## config.mk

```make
export PLATFORM = sky130hd
export DESIGN_NAME = neural_recovery
export DESIGN_NICKNAME = d
export VERILOG_FILES = /design/src/neural_recovery_pkg.sv /design/src/hidden_layer.sv /design/src/neural_recovery.sv /design/src/output_layer.sv /design/src/reduction_multiplier.sv
export SDC_FILE = /design/constraint.sdc
export NUM_CORES = 1
export LEC_CHECK = 0
export BUFFER_PORTS_ARGS = -buffer_cell sky130_fd_sc_hd__buf_2
export CAP_MARGIN = 30
export CORE_MARGIN = 5
export CORE_UTILIZATION = 60
export DETAILED_ROUTE_END_ITERATION = 16
export PLACE_DENSITY = 0.82
export REMOVE_ABC_BUFFERS = 1
export SLEW_MARGIN = 10
export SYNTH_ARGS = -nofsm -noshare
export SYNTH_HDL_FRONTEND = slang
export SYNTH_SLANG_ARGS = --single-unit
```

## constraint.sdc

```tcl
create_clock -name clk -period 5.55 [get_ports clk]
set_input_delay 0.2775 -clock clk [delete_from_list [all_inputs] [get_ports clk]]
set_output_delay 0.2775 -clock clk [all_outputs]
set_load 0.01 [all_outputs]
```

## src/neural_recovery_pkg.sv

```systemverilog
// Neural recovery shared definitions
package neural_recovery_pkg;

    // Word widths
    localparam int SAMPLE_W = 8;
    localparam int WORD_W   = 16;

    // Noisy input sample, also used for the cleaned output value
    typedef logic [SAMPLE_W-1:0] sample_t;

    // Hidden layer value, first product kept modulo 2^16
    typedef logic [WORD_W-1:0] hidden_t;

    // Multiplier result truncated to the low 16 bits
    typedef logic [WORD_W-1:0] product_t;

    // Fixed layer weights
    localparam logic [SAMPLE_W-1:0] HIDDEN_WEIGHT = 8'h2A;
    localparam logic [SAMPLE_W-1:0] OUTPUT_WEIGHT = 8'hD3;

    // Upper product byte must be strictly above this to count as high
    localparam sample_t CLEAN_THRESHOLD = 8'h80;

    // Output codes
    localparam sample_t CLEAN_HIGH = 8'hFF;
    localparam sample_t CLEAN_LOW  = 8'h00;

endpackage

```

## src/hidden_layer.sv

```systemverilog
// Hidden layer pipeline
`timescale 1ns/1ns

module hidden_layer (
    input  logic                          clk,
    input  logic                          rst_n,
    input  logic                          sample_valid,
    input  neural_recovery_pkg::sample_t  noisy,
    output logic                          hidden_valid,
    output neural_recovery_pkg::hidden_t  hidden
);

    // Number of register stages from sample to hidden value
    localparam int STAGES = 4;

    neural_recovery_pkg::sample_t  noisy_q;
    neural_recovery_pkg::hidden_t  operand_q;
    neural_recovery_pkg::product_t mult_out;
    neural_recovery_pkg::product_t product_q;

    // Bit n set means stage n holds a real sample
    logic [STAGES-1:0] valid_pipe;

    // Valid tracking
    always_ff @(posedge clk) begin
        if (!rst_n) begin
            valid_pipe <= '0;
        end else begin
            valid_pipe <= {valid_pipe[STAGES-2:0], sample_valid};
        end
    end

    // Stage 1 input latch
    always_ff @(posedge clk) begin
        noisy_q <= noisy;
    end

    // Stage 2 zero-extended multiplicand
    always_ff @(posedge clk) begin
        operand_q <= {{(neural_recovery_pkg::WORD_W - neural_recovery_pkg::SAMPLE_W){1'b0}},
                      noisy_q};
    end

    reduction_multiplier #(
        .COEFF (neural_recovery_pkg::HIDDEN_WEIGHT)
    ) u_mult (
        .multiplicand (operand_q),
        .product      (mult_out)
    );

    // Stage 3 product register
    always_ff @(posedge clk) begin
        product_q <= mult_out;
    end

    // Stage 4 hidden latch
    always_ff @(posedge clk) begin
        hidden <= product_q;
    end

    assign hidden_valid = valid_pipe[STAGES-1];

endmodule

```

## src/neural_recovery.sv

```systemverilog
// Two-layer recovery pipeline top
`timescale 1ns/1ns

module neural_recovery (
    input  logic                          clk,
    input  logic                          rst_n,
    input  logic                          sample_valid,
    input  neural_recovery_pkg::sample_t  noisy,
    output logic                          clean_valid,
    output neural_recovery_pkg::sample_t  clean
);

    // Hidden layer to output layer
    logic                          hidden_valid;
    neural_recovery_pkg::hidden_t  hidden;

    // Sample times hidden weight, four cycles
    hidden_layer u_hidden (
        .clk          (clk),
        .rst_n        (rst_n),
        .sample_valid (sample_valid),
        .noisy        (noisy),
        .hidden_valid (hidden_valid),
        .hidden       (hidden)
    );

    // Hidden value times output weight, then threshold
    // Another four cycles, eight end to end
    output_layer u_output (
        .clk          (clk),
        .rst_n        (rst_n),
        .hidden_valid (hidden_valid),
        .hidden       (hidden),
        .clean_valid  (clean_valid),
        .clean        (clean)
    );

endmodule

```

## src/output_layer.sv

```systemverilog
// Output layer pipeline with threshold
`timescale 1ns/1ns

module output_layer (
    input  logic                          clk,
    input  logic                          rst_n,
    input  logic                          hidden_valid,
    input  neural_recovery_pkg::hidden_t  hidden,
    output logic                          clean_valid,
    output neural_recovery_pkg::sample_t  clean
);

    // Register stages from hidden value to clean output
    localparam int STAGES = 4;

    neural_recovery_pkg::hidden_t  operand_q;
    neural_recovery_pkg::product_t mult_out;
    neural_recovery_pkg::product_t product_q;
    neural_recovery_pkg::product_t result_q;

    // Upper byte of the latched result, the part that gets judged
    neural_recovery_pkg::sample_t  result_hi;

    logic [STAGES-1:0] valid_pipe;

    // Valid tracking
    always_ff @(posedge clk) begin
        if (!rst_n) begin
            valid_pipe <= '0;
        end else begin
            valid_pipe <= {valid_pipe[STAGES-2:0], hidden_valid};
        end
    end

    // Stage 1 multiplicand register
    always_ff @(posedge clk) begin
        operand_q <= hidden;
    end

    reduction_multiplier #(
        .COEFF (neural_recovery_pkg::OUTPUT_WEIGHT)
    ) u_mult (
        .multiplicand (operand_q),
        .product      (mult_out)
    );

    // Stage 2 product register, stage 3 result latch
    always_ff @(posedge clk) begin
        product_q <= mult_out;
        result_q  <= product_q;
    end

    assign result_hi = result_q[neural_recovery_pkg::WORD_W-1 -: neural_recovery_pkg::SAMPLE_W];

    // Stage 4 threshold decision
    // Strictly greater, so a byte equal to the threshold reads as low
    always_ff @(posedge clk) begin
        if (!rst_n) begin
            clean <= neural_recovery_pkg::CLEAN_LOW;
        end else if (result_hi > neural_recovery_pkg::CLEAN_THRESHOLD) begin
            clean <= neural_recovery_pkg::CLEAN_HIGH;
        end else begin
            clean <= neural_recovery_pkg::CLEAN_LOW;
        end
    end

    assign clean_valid = valid_pipe[STAGES-1];

endmodule

```

## src/reduction_multiplier.sv

```systemverilog
// Constant-coefficient multiplier
`timescale 1ns/1ns

module reduction_multiplier #(
    parameter logic [neural_recovery_pkg::SAMPLE_W-1:0] COEFF = 8'h01
) (
    input  neural_recovery_pkg::hidden_t  multiplicand,
    output neural_recovery_pkg::product_t product
);

    // One partial-product row per coefficient bit
    localparam int ROWS = neural_recovery_pkg::SAMPLE_W;

    // Rows left after each level of the adder tree
    localparam int L1_ROWS = ROWS / 2;
    localparam int L2_ROWS = L1_ROWS / 2;

    neural_recovery_pkg::product_t pp [ROWS];
    neural_recovery_pkg::product_t sum_l1 [L1_ROWS];
    neural_recovery_pkg::product_t sum_l2 [L2_ROWS];
    neural_recovery_pkg::product_t sum_l3;

    // Shifted copies of the multiplicand for every set coefficient bit
    // Bits shifted past bit 15 drop out, which is the modulo 2^16 wrap
    genvar i;
    generate
        for (i = 0; i < ROWS; i++) begin : gen_pp
            if (COEFF[i]) begin : gen_row
                assign pp[i] = multiplicand << i;
            end else begin : gen_zero
                // Constant zero row, removed by synthesis
                assign pp[i] = '0;
            end
        end
    endgenerate

    // Level 1: eight rows down to four
    genvar j;
    generate
        for (j = 0; j < L1_ROWS; j++) begin : gen_l1
            assign sum_l1[j] = pp[2*j] + pp[2*j+1];
        end
    endgenerate

    // Level 2: four rows down to two
    genvar k;
    generate
        for (k = 0; k < L2_ROWS; k++) begin : gen_l2
            assign sum_l2[k] = sum_l1[2*k] + sum_l1[2*k+1];
        end
    endgenerate

    // Level 3: final pair
    // Carries out of bit 15 are discarded at every level
    assign sum_l3 = sum_l2[0] + sum_l2[1];

    assign product = sum_l3;

endmodule

```

==> flow_results.org <==
** Route
- Summed over all layers, the routed wires come to between 4000 and 5000 microns.
- Average wire length per cell after detail routing :: 11.82 microns
- Number of nets with antenna violations after routing :: 0
- DRT iter0 DRCs :: 68
- In the routed layout, each cell is associated on average with a via count of about 4.7.
- Number of design rule violations left after detail routing :: 0
- Total number of vias :: 1780
- For this run, the detailed router's first-pass iteration total came to 4.

** Layout
- 0 antenna diodes ended up in the layout.
- Area added between synthesis and finish :: 9.948%
- The net count of the finished layout is between 300 and 400.
- Cells with a size suffix above 1 make up about 14% of the layout.

** Logic synthesis
- Most used standard cell by instance count after synthesis :: sky130_fd_sc_hd__dfxtp_1
- Most area-hungry cell type in the Yosys netlist :: sky130_fd_sc_hd__dfxtp_1
- A synthesized cell averages about 12 sq um.
- After synthesis, the netlist uses 32 different library cells.
- Prevailing post-synth register cell :: sky130_fd_sc_hd__dfxtp_1
- Commonest cells post-synth :: sky130_fd_sc_hd__dfxtp_1 (80), sky130_fd_sc_hd__inv_1 (52), sky130_fd_sc_hd__ha_1 (31)
- Cells taking the most area after synthesis :: sky130_fd_sc_hd__dfxtp_1 (48%), sky130_fd_sc_hd__fa_1 (17%), sky130_fd_sc_hd__ha_1 (12%)
- Counting flops and latches in the post-synthesis netlist gives 80.
- Asr flop ratio synth :: 0%
- Synthesis Warnings :: 0
- For this run, the register share of the synthesized area comes to 47.87%.
- Synthesis produced a netlist whose cell count is 276.
- The cell area that synthesis handed to floorplanning was 0.003346 sq mm.
- In this run the biggest area consumer among cell types represents 47.87% of the synthesized area.
- Count of flip-flops with a built-in enable after synthesis :: 0

** GRT
- Global-route usage over all layers :: between 10 and 15%
- Overflow left after global routing :: 0
- The first global-routing pass estimated 8114 microns of wire.
- Vias in the first global route :: 1948
- Largest net degree at the start of global routing :: 16
- Number of antenna violations at the first check in global routing :: 0

** Critical path
- Largest stage delay on the critical path :: 0.51 ns
- In this run the worst path has a maximum fanout of 4.
- WP buf/inv :: 4
- The signal on the critical path passes through inv_1 > fa_1 > inv_1 > fa_1 > inv_1 > fa_1 > inv_1 > ha_1 > a211o_1 > a41oi_1 > a211o_1 > nand2b_1 > a21oi_2 > xnor2_1.
- CP arrival :: between 4 and 5 ns
- Critical path required time :: 5.82 ns
- Startpoint types :: flip-flop
- On the critical path the largest part of the delay comes from adder cells.
- The largest individual stage delay along the critical path comes from the cell sky130_fd_sc_hd__fa_1.
- In this design, the critical path's most frequently occurring cell is sky130_fd_sc_hd__inv_1.
- The critical path in this run is classified as reg2reg.
- Kind of end point of the critical path :: flip-flop

** Clock tree
- Number of buffers on the longest clock path :: 2
- The H-tree generated during clock tree synthesis spans 3 levels.
- In this run the post-CTS setup repair buffer count came out at 0.
- After clock tree synthesis, the clock-pin slew on the worst setup and hold paths is 0.08 ns.
- Gates resized during post-CTS repair numbered 0.
- TritonCTS clock tree :: built
- Insertion delay to the later sink of the worst-skew pair :: approximately 0.34 ns
- Clock buffers created by TritonCTS :: 9
- Buffers inserted to repair hold after CTS numbered 0.
- Total number of clock tree sinks :: 80
- The tree is rooted in a sky130_fd_sc_hd__clkbuf_8.

** STA
- The worst path uses between 60% and 70% of the clock period.
- Setup repair after global routing missed its margin :: no
- Headroom to the max-slew limit came out at around three quarters.
- Number of hold-slack violations in the final timing report :: 0
- Fin Clk Skew :: 0.008400 ns
- Setup total negative slack on the finished layout was measured at 0 ns.
- Fmax achieved :: between 0.2 and 0.3 GHz
- Final setup viols :: 0
- The number of max-slew violations in the final report is 0.
- For the finished layout, the period the worst path requires is 3.758 ns.
- Actual transition at the worst max-transition pin :: 0.3527 ns

** Floorplanning
- Initial core utilization :: 61.13%
- For this design the top-level I/O count stands at 20.
- The die covers 0.007170 sq mm.
- The floorplan step defined a core boundary enclosing 0.005473 sq mm.
- From left edge to right edge, the die measures around 85 microns.
- Number of placement rows :: 27
- Measured along the y axis, the die boundary spans 84.68 microns.

** Outcome
- The run finished with clean final reports.

** Flow run
- Count of max-cap constraint violations :: 0

** Placement
- Routability-driven placement finished with a final weighted congestion of about 0.85.
- Port buffering added 19 buffers.
- Summed over all nets, the half-perimeter wirelength after detailed placement is ~3500 microns.

** Min path
- Hold Path Class :: in2reg
cells by family after synthesis:
| group | count (synthesis) | synth area share, % |
|---|---|---|
| flip-flops | 80 | 47.87 |
| AND/OR/NAND/NOR | 31 | 4.974 |
| AO/OA/AOI/OAI | 27 | 5.834 |
| adder cells (fa/ha/maj) | 60 | 28.95 |
| buffers and inverters | 59 | 7.405 |
| XOR/XNOR | 19 | 4.974 |
metal layers:
layer  wire [microns]  track usage (%)  vias up  share of wire, %
met1             1798            15.45      835                40
met3              153            4.024       12               3.4
met4              102            8.201        0               2.3
met2             2389            25.98       31                54
li1                 -                -      902                 -
met5                0                0        -                 0
cells in the final DEF (no fill, tap or decap), types with 2 or more instances in the layout:
cell type                    netlist  routed
sky130_fd_sc_hd__a211o_1           2       2
sky130_fd_sc_hd__a21o_1            4       4
sky130_fd_sc_hd__a21oi_1           6       6
sky130_fd_sc_hd__and2_1            8       8
sky130_fd_sc_hd__buf_2             0      19
sky130_fd_sc_hd__clkbuf_8          0       9
sky130_fd_sc_hd__clkinvlp_4        0       2
sky130_fd_sc_hd__dfxtp_1          80      80
sky130_fd_sc_hd__fa_1             29      29
sky130_fd_sc_hd__ha_1             31      31
sky130_fd_sc_hd__inv_1            52      52
sky130_fd_sc_hd__inv_6             0       3
sky130_fd_sc_hd__nand2_1           7       7
sky130_fd_sc_hd__nand2b_1          2       2
sky130_fd_sc_hd__nor2_1            4       4
sky130_fd_sc_hd__nor2b_1           2       2
sky130_fd_sc_hd__nor3_1            2       2
sky130_fd_sc_hd__o21a_1            2       2
sky130_fd_sc_hd__o21ai_1           5       5
sky130_fd_sc_hd__xnor2_1          14      14
sky130_fd_sc_hd__xor2_1            5       5
registers in the layout, summed over array words and instances (netlist names), 8 cells and up:
signal and flops:
u_hidden.hidden 13, u_hidden.product_q 13, u_output.operand_q 13, u_hidden.noisy_q 8
u_hidden.operand_q 8, u_output.product_q 8, u_output.result_q 8
metrics by stage:
stage | setup slack (ns) | util, % | instance area, sq um | hold WS (ns) | instances
floorplan | 2.060 | - | 3293 | 0.3052 | 269
global placement | 1.957 | 63.56 | 3478 | 0.3099 | 360
detailed placement | 1.839 | 63.56 | 3478 | 0.3121 | 360
CTS | 1.794 | 67.22 | 3679 | 0.01484 | 376
global route | 1.557 | 67.22 | 3679 | 0.007973 | 376
finish | 1.792 | 67.22 | 3679 | 0.03189 | 376
worst register-to-register path, delay by kind of cell (launching register included):
kind                       cells  cell delay, ns
AOI/OAI and AO/OA              4            0.92
and+or+nand+nor                1            0.10
adders and majority gates      4            1.85
xor gates and xnor gates       1            0.12
DFF                            1            0.43
buffers and inverters          4            0.26
cell type report:
type                    count  area [sq um]
clock buffers               9         123.9
clock inverters             7         76.32
fillers                   424          1794
inverters                  52         195.2
multi-input cells         137          1496
flip-flops and latches     80          1602
well taps                  72         90.09
repair buffers             19         95.09
worst paths after layout:
kind	startpoint	to	slack [ns]	cells after the start
min	noisy[1]	u_hidden.noisy_q[1]$_DFF_P_	0.03	1
min reg2reg	u_hidden.product_q[9]$_DFF_P_	u_hidden.hidden[9]$_DFF_P_	0.32	0
max	u_output.operand_q[4]$_DFF_P_	u_output.product_q[14]$_DFF_P_	1.79	14
max reg2reg	u_output.operand_q[4]$_DFF_P_	u_output.product_q[14]$_DFF_P_	1.79	14
Power is not shown: default switching activity piles up to over one toggle a cycle in this logic, so the estimate is an artifact.
